**config.mk**
```make
export PLATFORM = sky130hd
export DESIGN_NAME = vuad_addr_ctl
export DESIGN_NICKNAME = d
export VERILOG_FILES = /design/src/source/vuad_pkg.sv /design/src/source/vuad_addr_ctl.sv
export SDC_FILE = /design/constraint.sdc
export NUM_CORES = 1
export LEC_CHECK = 0
export ABC_AREA = 1
export BUFFER_PORTS_ARGS = -buffer_cell sky130_fd_sc_hd__buf_4
export CORE_MARGIN = 1.5
export CORE_UTILIZATION = 37
export DETAILED_ROUTE_END_ITERATION = 7
export PLACE_DENSITY = 0.91
export SETUP_SLACK_MARGIN = 0.4
export SLEW_MARGIN = 40
export SYNTH_ARGS = -nofsm -noshare
export SYNTH_HDL_FRONTEND = slang
export SYNTH_SLANG_ARGS = --single-unit
```
**constraint.sdc**
```tcl
create_clock -name rclk -period 1.91 [get_ports rclk]
set_clock_uncertainty 0.05 [all_clocks]
set_input_delay 0.0955 -clock rclk [delete_from_list [all_inputs] [get_ports rclk]]
set_output_delay 0.0955 -clock rclk [all_outputs]
set_load 0.02 [all_outputs]
```
**src/source/vuad_pkg.sv**
```systemverilog
`default_nettype none

package vuad_pkg;

   //////////////////////////////
   // index fields
   //////////////////////////////

   // 9:8 pair, 7 odd, 6:2 row, 1:0 word
   typedef logic [9:0] vuad_index_t;

   typedef logic [4:0] vuad_row_t;     // row inside one subarray
   typedef logic [3:0] vuad_word_en_t; // one-hot word in a row
   typedef logic [7:0] vuad_sub_en_t;  // one bit per subarray

   //////////////////////////////
   // write and read control
   //////////////////////////////

   // write decode, shared by all subarrays
   typedef struct packed {
      vuad_row_t     row;
      vuad_word_en_t word_en;
      vuad_sub_en_t  en_c0; // vd half
      vuad_sub_en_t  en_c1; // ua half
   } vuad_wr_ctl_t;

   // second-cycle read selects
   typedef struct packed {
      vuad_word_en_t word_sel; // one-hot word in a row
      logic          odd_sel;  // odd subarray of a pair
      vuad_word_en_t pair_sel; // one-hot subarray pair
   } vuad_rd_sel_t;

endpackage

`default_nettype wire
```
**src/source/vuad_addr_ctl.sv**
```systemverilog
`timescale 1ns/100ps
`default_nettype none

module vuad_addr_ctl
   import vuad_pkg::*;
(
   input  wire           rclk,
   input  wire           arst_n,
   input  vuad_index_t   rd_addr1,
   input  vuad_index_t   rd_addr2,
   input  wire           rd_addr_sel,
   input  wire           array_rd_en,
   input  vuad_index_t   wr_addr,
   input  wire           wr_en0,
   input  wire           wr_en1,
   output vuad_wr_ctl_t  wr_ctl,
   output vuad_row_t     rd_row1,
   output vuad_row_t     rd_row2,
   output logic          rd_row_sel,
   output vuad_sub_en_t  rd_en,
   output vuad_rd_sel_t  rd_sel
);

   vuad_index_t  rd_addr;   // address picked for this read
   vuad_sub_en_t wr_sub;    // decoded bits 9:7 of the write index
   vuad_rd_sel_t rd_sel_nxt;

   //////////////////////////////
   // write decode
   //////////////////////////////

   always_comb begin
      wr_sub = vuad_sub_en_t'(1) << wr_addr[9:7];

      wr_ctl.row     = wr_addr[6:2];
      wr_ctl.word_en = vuad_word_en_t'(1) << wr_addr[1:0];
      wr_ctl.en_c0   = wr_sub & {8{wr_en0}};
      wr_ctl.en_c1   = wr_sub & {8{wr_en1}};
   end

   //////////////////////////////
   // read address and enables
   //////////////////////////////

   assign rd_addr = rd_addr_sel ? rd_addr1 : rd_addr2; // high picks addr1

   // subarrays pick their own row, only the row bits go out
   assign rd_row1    = rd_addr1[6:2];
   assign rd_row2    = rd_addr2[6:2];
   assign rd_row_sel = rd_addr_sel;

   // bit 7 steers the enable to the even or the odd half
   always_comb begin
      for (int s = 0; s < 8; s++) begin
         if (s % 2 == 0) begin
            rd_en[s] = array_rd_en & ~rd_addr[7];
         end else begin
            rd_en[s] = array_rd_en & rd_addr[7];
         end
      end
   end

   //////////////////////////////
   // second-cycle selects
   //////////////////////////////

   always_comb begin
      rd_sel_nxt.word_sel = vuad_word_en_t'(1) << rd_addr[1:0];
      rd_sel_nxt.odd_sel  = rd_addr[7];
      rd_sel_nxt.pair_sel = vuad_word_en_t'(1) << rd_addr[9:8];
   end

   // held between reads so rd_data stays put
   always_ff @(posedge rclk or negedge arst_n) begin
      if (!arst_n) begin
         rd_sel <= '0;
      end else if (array_rd_en) begin
         rd_sel <= rd_sel_nxt;
      end
   end

endmodule

`default_nettype wire

```
==> metrics <==
Finished Core Util=0.5265; clk buf depth=2; P&R area growth vs syn=36.88%; Pwr Density=519.7 nW/um^2; Num CTS Buffers=3; CTS clk-pin slew, worst paths=0.06 ns; Post-DRT Antenna Nets=0; status=complete, no violations; Crit path depth=1; sequential cell area=225.2 um^2; row count=17; max reg flops=9; LEAKAGE=0.7359 nW; initial detailed-routing violation count=11; # DRC=0; H-Tree Depth=1; Wirelength per Cell=9.015 um; via count=914; DP Cell Count=196; Die Wd=50.49 um; asr flop ratio synth=1.000; post-route insts no fill=201; hold depth=3; Sum Neg Setup Slack=0 ns; first-pass GRT wire length=2.856 mm; die area=2549 um^2; IO Pins=89; Setup CP Type=reg -> out; Final Hold Viols=0; Mapped Cells=135; Netlist Area Pre-Place=834.6 um^2; Post-CTS Setup Inserts=0; min Tclk post-route=0.9405 ns; syn_area_per_cell=6.182 um^2; CTS tree=built; CP top delay family=flip-flops; slowest cell delay on critical path=0.38 ns; GRT Total Usage=0.1400; Post-synth EDFFs=0; reg2reg path depth=2; GPL Wtd Cong=0.7996; Clock Sinks=9; critical path data arrival time=0.80 ns; vias in the first global route=776; flops & latches, synth=9; CP Capture Type=output port; largest net degree at the start of global routing=13; RSZ-0062 raised after global routing=false; Worst Hold Class=in -> reg; warning count from the yosys run=0; largest reg by FF count=rd_sel; initial antenna violation count=0; worst-skew pair later-pin latency=0.25 ns; Yosys cell types=12; most common library cells after synthesis=42 x nand2_1, 22 x buf_4, 20 x nor2_1; maxcap violations=0; Die Ht=50.49 um; grt ovf=0; Synth area leaders=dfrtp_1 27%, buf_4 20%, nand2_1 19%, nand3_1 9.6%, nor2_1 9.0%; Multi-input gate area=339.1 um^2; first-pass iteration count of the detailed router=2; Tightest Pin Transition=0.2257 ns; Worst VDD drop=0.0002673 V; CP Data Required Time=1.76 ns; final slew viol count=0; Startpoint Class=register; drt total wl=1.812 mm; diode count=0; top-area cell type share of the netlist area=0.2699; CP cell instances=buf_4; post-CTS resize count=0; Via-to-Cell Ratio=4.547; biggest regs=rd_sel (9); top-count cell post-synth=nand2_1; Max transition margin=0.8490; slowest stage cell, crit path=dfrtp_1; fin nets=210; fillers=222; share of layout cells above drive strength 1=0.3699; hold_buf cts=1; Buffers & Inverters on Critical Path=1; Detailed Place HPWL=1.542 mm; Initial Util=0.3847; Syn Nets=171; period utilization=0.4924; Fmax=1063 MHz; Core ar.=2170 um^2; register area share after synthesis=0.2699; Port Buffer Count=58; Clock Root Buffer=clkbuf_4; top_reg_cell synth=dfrtp_1; crit path max fanout=2; leading area contributor after synthesis=dfrtp_1; setup violators final=0
-- through the flow --
step           hold slack [ns]  setup WS, ns  total power, mW  cell area [um^2]
2_1_floorplan          -0.2501        0.7842           0.4039             834.6
3_3_place_gp           -0.1323        0.9946           0.4525              1106
3_5_place_dp           -0.1296        0.9684           0.4580              1106
4_1_cts                0.09688        0.9567           0.5993              1142
5_1_grt                 0.1133        0.8999           0.6307              1142
6_report                0.1006        0.9695           0.5937              1142
-- path summary, 6_finish.rpt --
path	start	endpoint	slack, ns
max	rd_sel[6]	rd_sel[6]	0.97
min	array_rd_en	rd_sel[8]	0.10
max reg2reg	rd_sel[4]	rd_sel[4]	1.21
min reg2reg	rd_sel[5]	rd_sel[5]	0.44
max in group asynchronous	arst_n	rd_sel[1]	1.53
min in group asynchronous	arst_n	rd_sel[7]	0.15
-- cell usage in the layout, fill, tap and decap left out, drive strengths merged --
cell and instances:
nand3 16, dlygate4sd3 1, nand2 43, dfrtp 9, nor2 20, and2 1, clkbuf 4, buf 58
inv 19, o21ai 2
-- metal layers --
| metal | up-vias | routed length (um) | global-route usage |
|---|---|---|---|
| li1 | 457 | - | - |
| met1 | 404 | 659 | 0.1360 |
| met2 | 45 | 946 | 0.2807 |
| met3 | 8 | 174 | 0.01786 |
| met4 | 0 | 31 | 0.07207 |
| met5 | - | 0 | 0 |
-- layout make-up --
cell class / count / area share
Clock buffer: 4 / 0.02300
Inverter: 19 / 0.06243
Tap cell: 28 / 0.03067
Timing Repair Buffer: 59 / 0.3899
Sequential cell: 9 / 0.1972
Multi-Input combinational cell: 82 / 0.2968
-- power by group --
group	leakage (nW)	switching, mW	internal (mW)	total (mW)
registers	0.118	0.00978	0.208	0.217
logic	0.603	0.135	0.102	0.238
clock network	0.0150	0.0586	0.0800	0.139
total	0.736	0.204	0.390	0.594
-- kinds of logic (layout without fill, tap and decap cells) --
family                 count (synthesis)  in the layout  synth area share
AOI/OAI and AO/OA                      2              2           0.01649
buffers and inverters                 44             82            0.3238
and+or+nand+nor                       80             80            0.3898
DFF                                    9              9            0.2699
Note: power is estimated with default switching activity, not from simulation.
