$ cat src/source/vuad_pkg.sv
`default_nettype none

package vuad_pkg;

   //////////////////////////////
   // index fields
   //////////////////////////////

   // 9:8 pair, 7 odd, 6:2 row, 1:0 word
   typedef logic [9:0] vuad_index_t;

   typedef logic [4:0] vuad_row_t;     // row inside one subarray
   typedef logic [3:0] vuad_word_en_t; // one-hot word in a row
   typedef logic [7:0] vuad_sub_en_t;  // one bit per subarray

   //////////////////////////////
   // write and read control
   //////////////////////////////

   // write decode, shared by all subarrays
   typedef struct packed {
      vuad_row_t     row;
      vuad_word_en_t word_en;
      vuad_sub_en_t  en_c0; // vd half
      vuad_sub_en_t  en_c1; // ua half
   } vuad_wr_ctl_t;

   // second-cycle read selects
   typedef struct packed {
      vuad_word_en_t word_sel; // one-hot word in a row
      logic          odd_sel;  // odd subarray of a pair
      vuad_word_en_t pair_sel; // one-hot subarray pair
   } vuad_rd_sel_t;

endpackage

`default_nettype wire
$ cat src/source/vuad_subarray.sv
`timescale 1ns/100ps
`default_nettype none

module vuad_subarray
   import vuad_pkg::*;
#(
   parameter int HALF_W = 12
) (
   input  wire                             rclk,
   input  wire                             arst_n,
   input  vuad_row_t                       rd_row1,
   input  vuad_row_t                       rd_row2,
   input  wire                             rd_row_sel,
   input  wire                             rd_en,
   input  vuad_row_t                       wr_row,
   input  vuad_word_en_t                   wr_word_en,
   input  wire                             wr_en_c0,
   input  wire                             wr_en_c1,
   input  wire [2*HALF_W-1:0]              wr_data,
   output logic [3:0][2*HALF_W-1:0]        rd_data_row
);

   localparam int WORD_W = 2 * HALF_W;

   logic [3:0][WORD_W-1:0] mem [32]; // 32 rows of 4 words
   vuad_row_t              rd_row;

   // write the enabled half of the enabled word
   always_ff @(posedge rclk) begin
      for (int w = 0; w < 4; w++) begin
         if (wr_word_en[w] && wr_en_c0) begin
            mem[wr_row][w][HALF_W-1:0] <= wr_data[HALF_W-1:0]; // vd
         end
         if (wr_word_en[w] && wr_en_c1) begin
            mem[wr_row][w][WORD_W-1:HALF_W] <= wr_data[WORD_W-1:HALF_W]; // ua
         end
      end
   end

   //////////////////////////////
   // row read
   //////////////////////////////

   assign rd_row = rd_row_sel ? rd_row1 : rd_row2;

   // a same-cycle write is not seen here, old data is read
   always_ff @(posedge rclk or negedge arst_n) begin
      if (!arst_n) begin
         rd_data_row <= '0;
      end else if (rd_en) begin
         rd_data_row <= mem[rd_row];
      end
   end

endmodule

`default_nettype wire

$ cat config.mk
export PLATFORM = sky130hd
export DESIGN_NAME = vuad_subarray
export DESIGN_NICKNAME = d
export VERILOG_FILES = /design/src/source/vuad_pkg.sv /design/src/source/vuad_subarray.sv
export SDC_FILE = /design/constraint.sdc
export NUM_CORES = 2
export LEC_CHECK = 0
export ABC_AREA = 1
export BUFFER_PORTS_ARGS = -buffer_cell sky130_fd_sc_hd__clkbuf_2
export CAP_MARGIN = 10
export CORE_MARGIN = 4
export CORE_UTILIZATION = 50
export DETAILED_ROUTE_END_ITERATION = 7
export GPL_ROUTABILITY_DRIVEN = 0
export PLACE_DENSITY = 0.61
export RECOVER_POWER = 25
export SLEW_MARGIN = 10
export SYNTH_ARGS = -nofsm -noshare
export SYNTH_HDL_FRONTEND = slang
export SYNTH_SLANG_ARGS = --single-unit
$ cat constraint.sdc
create_clock -name rclk -period 2.35 [get_ports rclk]
set_input_delay 0.1175 -clock rclk [delete_from_list [all_inputs] [get_ports rclk]]
set_output_delay 0.1175 -clock rclk [all_outputs]
set_load 0.02 [all_outputs]
==> results list <==
* Routed length per instance: 24.2 µm
* Starting density of the core: approximately 50%
- Cell row count: between 150 and 200
* Library cells used by synthesis: 18
* Number of buffers added on ports: ~140
- At the pin with the least slew margin, the transition time is 2080 ps.
- Relative slew margins: -38.4%
- IR drop worst, VDD: about 0.64 mV
- CTS saw between 3,000 and 4,000 sinks.
* Number of global-route vias before repair: around 94,000
* Area share of the leading cell type in the synthesized netlist: between 60 and 70%
* Number of antenna violations at the first check in global routing: 28
* Worst-Skew Late Latency: about 930 ps
- Post-CTS repair timing setup buffer count: 0
- Final setup margin: 224 ps
- Worst hold-check path type: in -> reg
* Area of the die: around 290,000 µm²
- Sum of net half-perimeters after detailed placement: ~260,000 µm
* Skew final: 39.3 ps
- STA puts the critical path data arrival time at about 2700 ps.
* DIE WIDTH: 534 µm
- Maximum number of buffers from clock root to sink: 4
- Global-route usage over all layers: between 20 and 30%
- Yosys printed 0 warnings.
- For this run, design rule violations remaining after detail routing come to 0.
* GRT overflow: 0
- Across the run, the number of max-cap violations was 16.
- During I/O placement, the number of pins put on the boundary was about 150.
* Total power: between 100 and 150 mW
- The worst setup path is captured at a flop.
- The run finished, with violations left.
- By startpoint and endpoint, the worst setup path is classified as in -> reg.
* Non-Filler Instances: about 18,000
- Resized Gates After CTS: 0
- The clock tree synthesis step divided the H-tree into 5 levels.
- Violations in the final reports: capacitance limit, slew limit
* Final antenna-violating net count: 0
- By area the synthesized netlist is led by edfxtp_1 (67%), nand3_1 (12%), nand2_1 (7.9%).
- TritonCTS built the clock tree.
* Via total after detailed routing: 99,200
- First-pass GRT wire length: 635,000 µm
- Signed area change from the synthesized netlist to the final layout: 15.3%
* Maximum fanout encountered on the critical timing path: 52
* Highest achievable clock rate: roughly 0.47 GHz
* Core area: around 270,000 µm²
- In the layout the commonest cells are nand3_1 (3,456), edfxtp_1 (3,072), nand2_1 (2,925), inv_1 (2,893), buf_4 (546).
* Min cycle time layout: between 2000 and 2500 ps
- Setup violations, final: 0
- Number of hold-repair buffers added at the cts stage: 28
- The share of the Yosys chip area taken by registers is just under 70%.
- CP required: about 3000 ps
- The tree is rooted in a clkbuf_16.
- Final-report hold violation count: 0
- The net count of the finished layout is roughly 14,000.
* Post-Syn Area per Cell: between 10 and 15 µm²
- The synthesized design contains between 3,000 and 4,000 register bits.
* P_leak: 68.7 nW
- Filler instances: around 23,000
- CTS clk-pin slew, worst paths: roughly 60 ps
* Syn Inst Count: around 13,000
* Final wirelength: ~440,000 µm
- OpenSTA, run right after detailed placement, puts the worst setup slack at -198 ps.
* Number of iterations in the first detailed-routing pass: 7
* Unrepaired setup endpoints after global routing: false
* Part of the cycle the worst path needs: 90.4%
- Post-synth net total: roughly 14,000
- The detailed router finished its first iteration with 12,700 violations.
- Ratio of total power to cell area: ~800 nW/µm²
* Pin count of the biggest net entering global routing: about 120
* Placed cells: ~17,000
- TritonCTS created 336 clock buffers.
* Max Slew Vio Count: 759
- The worst setup path is launched from an input pin.
* Ratio of cells with drive above 1 in the final layout: under 10%
- The die is roughly 530 µm tall.
- Summing every instance area after synthesis gives ~140,000 µm².
* Most common cell after layout, fill and taps aside: nand3_1
* Most area-hungry cell type in the Yosys netlist: edfxtp_1
- Via density: ~5.5
-- synth_stat cells --
cell and n:
nand3_1 3456, edfxtp_1 3072, nand2_1 2928, inv_1 2894, buf_2 421, nor2_1 260
clkbuf_1 183, buf_1 98, dfrtp_1 96, buf_4 61, nor3_1 8, inv_2 3
nand2_4 3, o21ai_1 2, o21ai_2 2, buf_6 1, clkinv_1 1, nor2_2 1
-- flip-flops by register name, indices dropped and copies added, names as in the netlist --
| name | count |
|---|---|
| rd_data_row | 96 |
| mem | 3072 |
-- cell families (layout without fill, tap and decap cells) --
| kind of cell | Yosys count | after routing | synth area share (%) |
|---|---|---|---|
| buffers and inverters | 3662 | 4454 | 10.5 |
| flip-flops | 3168 | 3168 | 68.3 |
| AND/OR/NAND/NOR | 6656 | 6656 | 21.2 |
| AO/OA/AOI/OAI | 4 | 4 | 0.0199 |
| other | 0 | 11 | 0 |
-- worst paths after layout --
| kind | startpoint | end | slack, ps | cells past startpoint |
|---|---|---|---|---|
| max | wr_data[9] | mem[1][57] | 220 | 3 |
| min | wr_word_en[1] | mem[3][44] | 100 | 4 |
| max reg2reg | mem[28][25] | rd_data_row[25] | 700 | 8 |
| min reg2reg | rd_data_row[53] | rd_data_row[53] | 490 | 2 |
| max in group asynchronous | arst_n | rd_data_row[25] | 660 | 4 |
| min in group asynchronous | arst_n | rd_data_row[26] | 640 | 3 |
-- power breakdown --
part           switching (mW)  internal (mW)
clock                    22.1           30.5
sequential              0.526           62.6
combinational            8.83           3.56
-- through the flow --
stage | util, % | setup TNS [ps] | instance area, µm² | hold WS (ps)
after global placement | 54.2 | -3570 | 149000 | 325
after global routing | 58.2 | 0 | 160000 | 85.0
after floorplan | - | 0 | 139000 | -178
after CTS | 58.3 | 0 | 160000 | 5.19
after detailed placement | 54.2 | -4200 | 149000 | 335
final | 58.2 | 0 | 160000 | 102
-- cell type report --
class | instances | area, µm² | area share [%]
flip-flops and latches | 3168 | 94700 | 59.3
clock buffers | 447 | 9100 | 5.70
multi-input cells | 6660 | 29500 | 18.4
repair buffers | 944 | 9260 | 5.80
clock inverters | 165 | 1680 | 1.05
diodes | 11 | 27.5 | 0.0172
inverters | 2898 | 10900 | 6.83
well taps | 3686 | 4610 | 2.89
-- critical path, stage by stage --
cell and delay [ps]:
dlygate4sd3_1 520, clkbuf_1 1010, clkbuf_4 840
-- routing by layer --
layer	vias to the layer above	share of wire [%]	track usage, %
met1	48100	39	41.2
li1	44900	-	-
met4	6	4.9	13.1
met2	5296	46	46.8
met3	851	10	5.52
met5	-	0.0097	0
No activity file was read; power rests on OpenSTA's default activity.
