<file path="config.mk">
export PLATFORM = sky130hd
export DESIGN_NAME = vuad_read_mux
export DESIGN_NICKNAME = d
export VERILOG_FILES = /design/src/source/vuad_pkg.sv /design/src/source/vuad_read_mux.sv
export SDC_FILE = /design/constraint.sdc
export NUM_CORES = 1
export LEC_CHECK = 0
export BUFFER_PORTS_ARGS = -buffer_cell sky130_fd_sc_hd__buf_2
export CORE_AREA = 3 3 310 312
export DETAILED_ROUTE_END_ITERATION = 7
export DIE_AREA = 0 0 313 315
export GPL_ROUTABILITY_DRIVEN = 0
export SYNTH_ARGS = -nofsm -noshare
export SYNTH_HDL_FRONTEND = slang
export SYNTH_SLANG_ARGS = --single-unit
</file>
<file path="constraint.sdc">
create_clock -name vclk -period 3.6
set_input_delay 0.54 -clock vclk [all_inputs]
set_output_delay 0.54 -clock vclk [all_outputs]
set_load 0.1 [all_outputs]
</file>
<file path="src/source/vuad_pkg.sv">
`default_nettype none

package vuad_pkg;

   //////////////////////////////
   // index fields
   //////////////////////////////

   // 9:8 pair, 7 odd, 6:2 row, 1:0 word
   typedef logic [9:0] vuad_index_t;

   typedef logic [4:0] vuad_row_t;     // row inside one subarray
   typedef logic [3:0] vuad_word_en_t; // one-hot word in a row
   typedef logic [7:0] vuad_sub_en_t;  // one bit per subarray

   //////////////////////////////
   // write and read control
   //////////////////////////////

   // write decode, shared by all subarrays
   typedef struct packed {
      vuad_row_t     row;
      vuad_word_en_t word_en;
      vuad_sub_en_t  en_c0; // vd half
      vuad_sub_en_t  en_c1; // ua half
   } vuad_wr_ctl_t;

   // second-cycle read selects
   typedef struct packed {
      vuad_word_en_t word_sel; // one-hot word in a row
      logic          odd_sel;  // odd subarray of a pair
      vuad_word_en_t pair_sel; // one-hot subarray pair
   } vuad_rd_sel_t;

endpackage

`default_nettype wire
</file>
<file path="src/source/vuad_read_mux.sv">
`timescale 1ns/100ps
`default_nettype none

module vuad_read_mux
   import vuad_pkg::*;
#(
   parameter int HALF_W = 12
) (
   input  wire [7:0][3:0][2*HALF_W-1:0] rows,
   input  vuad_rd_sel_t                 rd_sel,
   output logic [2*HALF_W-1:0]          rd_data
);

   localparam int WORD_W = 2 * HALF_W;

   logic [7:0][WORD_W-1:0] sub_word;  // one word from each subarray
   logic [3:0][WORD_W-1:0] pair_word; // even or odd word of each pair

   //////////////////////////////
   // word within the row
   //////////////////////////////

   // and-or mux, all zero while word_sel is zero
   always_comb begin
      for (int s = 0; s < 8; s++) begin
         sub_word[s] = '0;
         for (int w = 0; w < 4; w++) begin
            sub_word[s] = sub_word[s] | ({WORD_W{rd_sel.word_sel[w]}} & rows[s][w]);
         end
      end
   end

   //////////////////////////////
   // even/odd, then pair
   //////////////////////////////

   always_comb begin
      for (int p = 0; p < 4; p++) begin
         pair_word[p] = rd_sel.odd_sel ? sub_word[2*p+1] : sub_word[2*p];
      end
   end

   always_comb begin
      rd_data = '0;
      for (int p = 0; p < 4; p++) begin
         rd_data = rd_data | ({WORD_W{rd_sel.pair_sel[p]}} & pair_word[p]);
      end
   end

endmodule

`default_nettype wire

</file>
==> impl_metrics.env, run 1 <==
export IMPL_cp_common_cell="buf_12"
export IMPL_hold_viol=0
export IMPL_wl_um=77300
export IMPL_yosys_warnings=0
export IMPL_rsz0062_at_grt="no"
export IMPL_netlist_instances=809
export IMPL_drtIter0Drc=1398
export IMPL_grt_pass1_wl_um=96900
export IMPL_dr_pass1_iters=8
export IMPL_critical_path_arrival_ns=2.73
export IMPL_avgViaCountPerCell=4.02
export IMPL_nClkBuffers=0
export IMPL_die_y_um=315
export IMPL_track_usage=0.145
export IMPL_rows=112
export IMPL_seqCellArea_um2=0
export IMPL_cap_violations=0
export IMPL_dp_slack_ns=0.224
export IMPL_antenna_found_initial=59
export IMPL_maxSlewViolCount=0
export IMPL_setup_viol=0
export IMPL_fp_coreArea_um2=93300
export IMPL_cpPeakStageDelay_ns=0.63
export IMPL_synth_area_um2=5060
export IMPL_crit_type="in -> out"
export IMPL_fin_crit_sh=0.909
export IMPL_final_cell_area_um2=11200
export IMPL_yosysUniqueCellTypes=12
export IMPL_setup_tns_ns=0
export IMPL_critPathCaptureType="output port"
export IMPL_fill_cells=11000
export IMPL_grt_overflow_total=0
export IMPL_setup_slack_ns=0.329
export IMPL_final_cell_mix="772 x buf_2, 288 x a22oi_1, 120 x nand2_1, 120 x nand3_1, 72 x o211ai_1"
export IMPL_vias=11400
export IMPL_syn_area_per_cell_um2=6.25
export IMPL_wl_per_cell_um=27.2
export IMPL_multi_input_area_um2=4500
export IMPL_port_buffers=801
export IMPL_tightest_slew_ns=0.781
export IMPL_status="finished with violations"
export IMPL_dieWidth_um=313
export IMPL_grt_max_degree=68
export IMPL_critPathLaunchType="primary input"
export IMPL_die_area_um2=98600
export IMPL_area_growth_pct=121
export IMPL_nFlopsAndLatches=0
export IMPL_cts_resized=0
export IMPL_hold_class="in -> out"
export IMPL_nets=2342
export IMPL_start_util=0.0542
export IMPL_io_pins=801
export IMPL_violations="design-rule violations"
export IMPL_grt_pass1_vias=10900
export IMPL_power_density_nw_per_um2=154
export IMPL_drive_gt1_frac=0.555
export IMPL_yosysSeqAreaShare=0
export IMPL_cpMaxStageDelayCell="o211ai_1"
export IMPL_path_buf_inv=4
export IMPL_irDropWorstVdd_v=0.0000491
export IMPL_cp_max_fo=55
export IMPL_crit_chain="buf_6, buf_12, buf_4, a22oi_1, nand2_1, o211ai_1, nand4_1, buf_12"
export IMPL_crit_family="buffers and inverters"
export IMPL_period_needed_ns=3.27
export IMPL_synth_fp_nets=1586
export IMPL_drcViolationCount=22
export IMPL_ant_nets=0
export IMPL_post_dp_cell_area_um2=11100
export IMPL_max_freq_mhz=306
export IMPL_dp_hpwl_um=69400
export IMPL_worstPathRequired_ns=3.06
export IMPL_holdBufCountCts=0
export IMPL_leakage_nw=5.15
export IMPL_final_common_cell="buf_2"
export IMPL_cts_setup_buffers=0
export IMPL_max_slew_margin_rel=0.477
cell type report:
| cell class | count | area share |
|---|---|---|
| diodes | 28 | 0.00627 |
| multi-input cells | 696 | 0.403 |
| well taps | 1254 | 0.140 |
| repair buffers | 867 | 0.450 |
cell usage after synthesis:
library cell  instances  share of area
a22oi_1             288           0.43
nand2_1             120          0.089
nand3_1             120           0.12
buf_2                77          0.076
o211ai_1             72           0.11
a222oi_1             48          0.095
a21oi_1              24          0.024
nand4_1              24          0.030
clkbuf_1             22          0.016
buf_1                 9         0.0067
buf_6                 4         0.0089
buf_4                 1         0.0015
metrics by stage:
step,instances,hold WS [ns],total power [mW],utilization
after floorplan,809,1.85,0.704,-
after global placement,2817,1.75,1.76,0.119
after detailed placement,2817,1.75,1.76,0.119
after CTS,2817,1.76,1.77,0.119
after global routing,2836,1.79,1.86,0.120
final,2845,1.74,1.72,0.120
report_power, final:
part           leakage [nW]  switching (mW)  internal, mW
clock network      0.000178               0    0.00000108
logic                  5.15            1.03         0.696
registers                 0               0             0
routing by layer:
metal / share of wire / up-vias / global-route usage / wire length (um)
met4: 0.048 / 26 / 0.0527 / 3690
li1: - / 4968 / - / -
met1: 0.40 / 5396 / 0.175 / 30800
met5: 0.0023 / - / 0 / 174
met3: 0.084 / 153 / 0.0367 / 6500
met2: 0.47 / 895 / 0.248 / 36100
cell families after synthesis:
logic type / share of synthesized area
simple gates: 0.237
buf+inv: 0.110
compound gates: 0.653
worst paths after layout:
kind | startpoint | to | slack [ns] | cells past startpoint
worst max-delay path | rd_sel[8] | rd_data[21] | 0.33 | 8
worst min-delay path | rows[648] | rd_data[0] | 1.74 | 6
worst min-delay path: stages:
cell and delay (ns):
buf_2 0.08, a22oi_1 0.05, nand2_1 0.06, o211ai_1 0.11, nand4_1 0.16, buf_12 0.19
(Power assumes the default switching activity.)
==> run 2: changes to the inputs <==
--- a/config.mk
+++ b/config.mk
@@ -6,10 +6,11 @@
 export NUM_CORES = 1
 export LEC_CHECK = 0
 export BUFFER_PORTS_ARGS = -buffer_cell sky130_fd_sc_hd__buf_2
-export CORE_AREA = 3 3 310 312
+export CORE_AREA = 3 3 311 313
 export DETAILED_ROUTE_END_ITERATION = 7
-export DIE_AREA = 0 0 313 315
+export DIE_AREA = 0 0 314 316
 export GPL_ROUTABILITY_DRIVEN = 0
+export SETUP_SLACK_MARGIN = 0.5
 export SYNTH_ARGS = -nofsm -noshare
 export SYNTH_HDL_FRONTEND = slang
 export SYNTH_SLANG_ARGS = --single-unit
==> constraint.sdc (replaced) <==
create_clock -name vclk -period 3.45
set_input_delay 0.5175 -clock vclk [all_inputs]
set_output_delay 0.5175 -clock vclk [all_outputs]
set_load 0.1 [all_outputs]
==> run 2 against run 1 <==
Effect of this change: the run still ends with design-rule violations left; via count rose by 2.7%; routed wire length rose by 5.5%; first-iteration DRC count fell by 3.0%; cell count rose by 2.0%; non-clock buffer count rose by 49; worst hold slack got worse by 0.071 ns; die area rose by 0.64%; sequential share of layout area did not move; final area rose by 8.8%; core utilization rose by 0.88 points; largest power group unchanged.
==> impl_metrics.env, run 2 (same netlist as run 1, synthesis figures left out) <==
export IMPL_critical_path_arrival_ns=2.79
export IMPL_final_cell_area_um2=12200
export IMPL_drive_gt1_frac=0.600
export IMPL_status="finished with violations"
export IMPL_seqCellArea_um2=0
export IMPL_dieWidth_um=314
export IMPL_antenna_found_initial=69
export IMPL_rsz0062_at_grt="yes"
export IMPL_area_growth_pct=140
export IMPL_drcViolationCount=2
export IMPL_rows=113
export IMPL_hold_viol=0
export IMPL_die_y_um=316
export IMPL_track_usage=0.146
export IMPL_dp_hpwl_um=68100
export IMPL_seq_power_share=0
export IMPL_leakage_nw=5.57
export IMPL_grt_overflow_total=0
export IMPL_power_mw=1.97
export IMPL_die_area_um2=99200
export IMPL_holdWs_ns=1.67
export IMPL_fin_util=0.129
export IMPL_dp_cells=2851
export IMPL_post_dp_cell_area_um2=11300
export IMPL_ant_nets=0
export IMPL_critPathCaptureType="output port"
export IMPL_fin_crit_sh=0.957
export IMPL_p_int_uw=825
export IMPL_grt_max_degree=50
export IMPL_cap_violations=0
export IMPL_grt_pass1_vias=10900
export IMPL_wl_per_cell_um=28.1
export IMPL_tightest_slew_ns=1.02
export IMPL_grt_pass1_wl_um=97300
export IMPL_max_slew_margin_rel=0.320
export IMPL_nets=2391
export IMPL_p_sw_mw=1.15
export IMPL_fill_cells=11000
export IMPL_port_buffers=801
export IMPL_p_clk_frac=0
export IMPL_avgViaCountPerCell=4.05
export IMPL_max_freq_mhz=303
export IMPL_final_common_cell="buf_2"
export IMPL_swShare=0.582
export IMPL_hold_class="in -> out"
export IMPL_cp_max_fo=3
export IMPL_period_needed_ns=3.30
export IMPL_dr_pass1_iters=8
export IMPL_crit_start="rd_sel[6]"
export IMPL_vias=11700
export IMPL_io_pins=801
export IMPL_wl_um=81500
export IMPL_nClkBuffers=0
export IMPL_crit_type="in -> out"
export IMPL_critPathLaunchType="primary input"
export IMPL_irDropWorstVdd_v=0.0000611
export IMPL_hp_start="rows[409]"
export IMPL_setup_viol=0
export IMPL_violations="design-rule violations"
export IMPL_nFlopsAndLatches=0
export IMPL_fp_coreArea_um2=94600
export IMPL_worstPathRequired_ns=2.93
export IMPL_finalNonFillerCells=2902
export IMPL_power_density_nw_per_um2=162
export IMPL_start_util=0.0535
export IMPL_final_cell_mix="772 x buf_2, 256 x a22oi_1, 115 x nand2_1"
export IMPL_drtIter0Drc=1356
export IMPL_p_comb_frac=1.000
export IMPL_maxSlewViolCount=0
## run 2: cell types whose count changed in the layout (fill, tap and decap cells not counted), sizes merged
cell,change
buf,+43
clkbuf,+4
diode,-3
bufbuf,+2
## run 2: power by group through the flow
stage / clock network, mW / registers [mW] / logic (mW)
floorplan: 0 / 0 / 0.735
global placement: 0 / 0 / 1.87
detailed placement: 0 / 0 / 1.87
CTS: 0 / 0 / 1.93
global route: 0.000000820 / 0 / 2.12
finish: 0.000000813 / 0 / 1.97
## run 2: what timing repair did
item | in CTS | in global routing
hold buffers | 0 | 0
endpoints found under the setup margin | 21 | 22
pin swaps | 20 | 43
gates cloned | 3 | 5
setup buffers | 4 | 14
gates resized for setup | 22 | 81
## run 2: cell type report
| type | count | area [um2] | share of cell area |
|---|---|---|---|
| repair buffers | 916 | 5750 | 0.473 |
| multi-input cells | 696 | 4770 | 0.392 |
| well taps | 1265 | 1580 | 0.130 |
| diodes | 25 | 62.6 | 0.00514 |
## run 2: stage by stage
| stage | TNS (ns) | worst slack (ns) |
|---|---|---|
| floorplan | 0 | 0.751 |
| global placement | -0.359 | -0.359 |
| detailed placement | -0.347 | -0.347 |
| CTS | -0.0932 | -0.0932 |
| global route | -0.00700 | -0.00700 |
| finish | 0 | 0.147 |
## run 2: per-layer routing
| metal | routed length [um] | GRT usage | vias up |
|---|---|---|---|
| met5 | 356 | 0.00822 | - |
| met1 | 32800 | 0.180 | 5451 |
| met3 | 7810 | 0.0454 | 199 |
| met4 | 3250 | 0.0444 | 40 |
| met2 | 37300 | 0.242 | 983 |
| li1 | - | - | 5071 |
## run 2: worst max-delay path, cell delays in order
cell and delay (ns):
buf_16 0.12, buf_16 0.14, buf_8 0.12, a22oi_2 0.17
nand2_1 0.08, o211ai_1 0.80, nand4_1 0.49, buf_12 0.32
## run 2: worst paths after layout
kind / endpoint / slack, ns / depth (start not counted)
min: rd_data[1] / 1.67 / 6
max: rd_data[2] / 0.15 / 8
==> run 3: changes to the inputs <==
--- a/config.mk
+++ b/config.mk
@@ -10,7 +10,6 @@
 export DETAILED_ROUTE_END_ITERATION = 7
 export DIE_AREA = 0 0 314 316
 export GPL_ROUTABILITY_DRIVEN = 0
-export SETUP_SLACK_MARGIN = 0.5
 export SYNTH_ARGS = -nofsm -noshare
 export SYNTH_HDL_FRONTEND = slang
 export SYNTH_SLANG_ARGS = --single-unit
==> run 3 against run 2 <==
Effect of this change: the run now ends clean; largest cell class unchanged; first-iteration DRC count rose by 3.8%; maximum frequency up 4.6%; sequential share of layout area unchanged; critical path depth down 2; setup slack better by 0.15 ns; via count down 1.8%; final area fell by 6.3%.
==> impl_metrics.env, run 3 (same netlist as run 1, synthesis figures left out) <==
export IMPL_area_growth_pct=125
export IMPL_avgViaCountPerCell=4.01
export IMPL_vias=11500
export IMPL_status="complete, no violations"
export IMPL_crit_family="compound AO/OA/AOI/OAI gates"
export IMPL_rows=113
export IMPL_period_needed_ns=3.16
export IMPL_irDropWorstVdd_v=0.0000604
export IMPL_nets=2363
export IMPL_grt_max_degree=58
export IMPL_wl_per_cell_um=27.4
export IMPL_dp_slack_ns=-0.347
export IMPL_path_buf_inv=2
export IMPL_crit_type="in -> out"
export IMPL_track_usage=0.146
export IMPL_power_density_nw_per_um2=162
export IMPL_setup_viol=0
export IMPL_seqCellArea_um2=0
export IMPL_dr_pass1_iters=8
export IMPL_final_cell_mix="772 x buf_2, 287 x a22oi_1, 120 x nand2_1, 120 x nand3_1, 76 x buf_4"
export IMPL_wl_um=78800
export IMPL_grt_overflow_total=0
export IMPL_drcViolationCount=0
export IMPL_rsz0062_at_grt="no"
export IMPL_crit_start="rd_sel[6]"
export IMPL_power_mw=1.85
export IMPL_hold_class="in -> out"
export IMPL_cpMaxStageDelayCell="o211ai_1"
export IMPL_crit_chain="buf_16, a22oi_2, nand2_1, o211ai_1, nand4_1, buf_12"
export IMPL_grt_pass1_vias=10800
export IMPL_fill_cells=11100
export IMPL_holdBufCountCts=0
export IMPL_drive_gt1_frac=0.561
export IMPL_worstPathRequired_ns=2.93
export IMPL_critical_path_arrival_ns=2.64
export IMPL_critPathCaptureType="output port"
export IMPL_leakage_nw=5.28
export IMPL_die_area_um2=99200
export IMPL_nFlopsAndLatches=0
export IMPL_hold_viol=0
export IMPL_dp_hpwl_um=68100
export IMPL_antenna_found_initial=66
export IMPL_fin_crit_sh=0.915
export IMPL_dieWidth_um=314
export IMPL_tightest_slew_ns=0.925
export IMPL_max_freq_mhz=317
export IMPL_io_pins=801
export IMPL_cpPeakStageDelay_ns=0.71
export IMPL_cp_max_fo=35
export IMPL_hp_start="rows[409]"
export IMPL_ant_nets=0
export IMPL_cts_setup_buffers=0
export IMPL_drtIter0Drc=1408
export IMPL_setup_slack_ns=0.292
export IMPL_start_util=0.0535
export IMPL_max_slew_margin_rel=0.381
export IMPL_port_buffers=801
export IMPL_critPathLaunchType="primary input"
export IMPL_die_y_um=316
export IMPL_fp_coreArea_um2=94600
export IMPL_maxSlewViolCount=0
export IMPL_cap_violations=0
export IMPL_final_common_cell="buf_2"
export IMPL_nClkBuffers=0
export IMPL_grt_pass1_wl_um=96800
## run 3: cell count changes in the layout (fill, tap and decap cells not counted), moves of 3 or more
| cell | change |
|---|---|
| buf_6 | -9 |
| clkbuf_16 | -3 |
| a22oi_1 | +31 |
| a22oi_2 | -31 |
| nand3_1 | +15 |
| nand2_2 | -5 |
| nand3_2 | -13 |
| buf_8 | -7 |
| nand2_1 | +5 |
| buf_16 | -7 |
## run 3: stage by stage
step,cells,cell area [um2],hold WS [ns],TNS [ns],util
floorplan,809,5060,1.80,0,-
global placement,2851,11300,1.68,-0.359,0.119
detailed placement,2851,11300,1.66,-0.347,0.119
CTS,2849,11300,1.67,0,0.120
global route,2868,11400,1.73,0,0.120
finish,2872,11400,1.67,0,0.120
## run 3: final timing paths
path | end | slack (ns) | cells past startpoint
setup / recovery | rd_data[2] | 0.29 | 6
hold / removal | rd_data[1] | 1.67 | 6
## run 3: per-layer routing
layer,up-vias,track usage,wire [um]
met5,-,0.00822,311
met4,34,0.0409,3160
met3,187,0.0429,7700
met2,962,0.242,35900
met1,5342,0.181,31700
li1,5005,-,-
## run 3: area by class of cell
class,count,area [um2],area share
Multi-Input combinational cell,696,4510,0.396
Timing Repair Buffer,888,5240,0.460
Antenna cell,23,57.6,0.00505
Tap cell,1265,1580,0.139
## run 3: worst min-delay path: stages
cell	delay [ns]
buf_2	0.08
a222oi_1	0.07
nand2_1	0.07
nand3_1	0.08
nand4_1	0.15
buf_12	0.19
## run 3: timing repair
item                       4_1_cts  5_1_grt
cloned                           2        0
gates resized for setup          8        0
setup endpoints to repair        1        1
pin swaps                        3        2
## run 3: power breakdown
| part | internal [mW] | switching [mW] | total (mW) |
|---|---|---|---|
| sequential | 0 | 0 | 0 |
| combinational | 0.753 | 1.10 | 1.85 |
| clock | 0.000000756 | 0 | 0.000000757 |
| total | 0.753 | 1.10 | 1.85 |
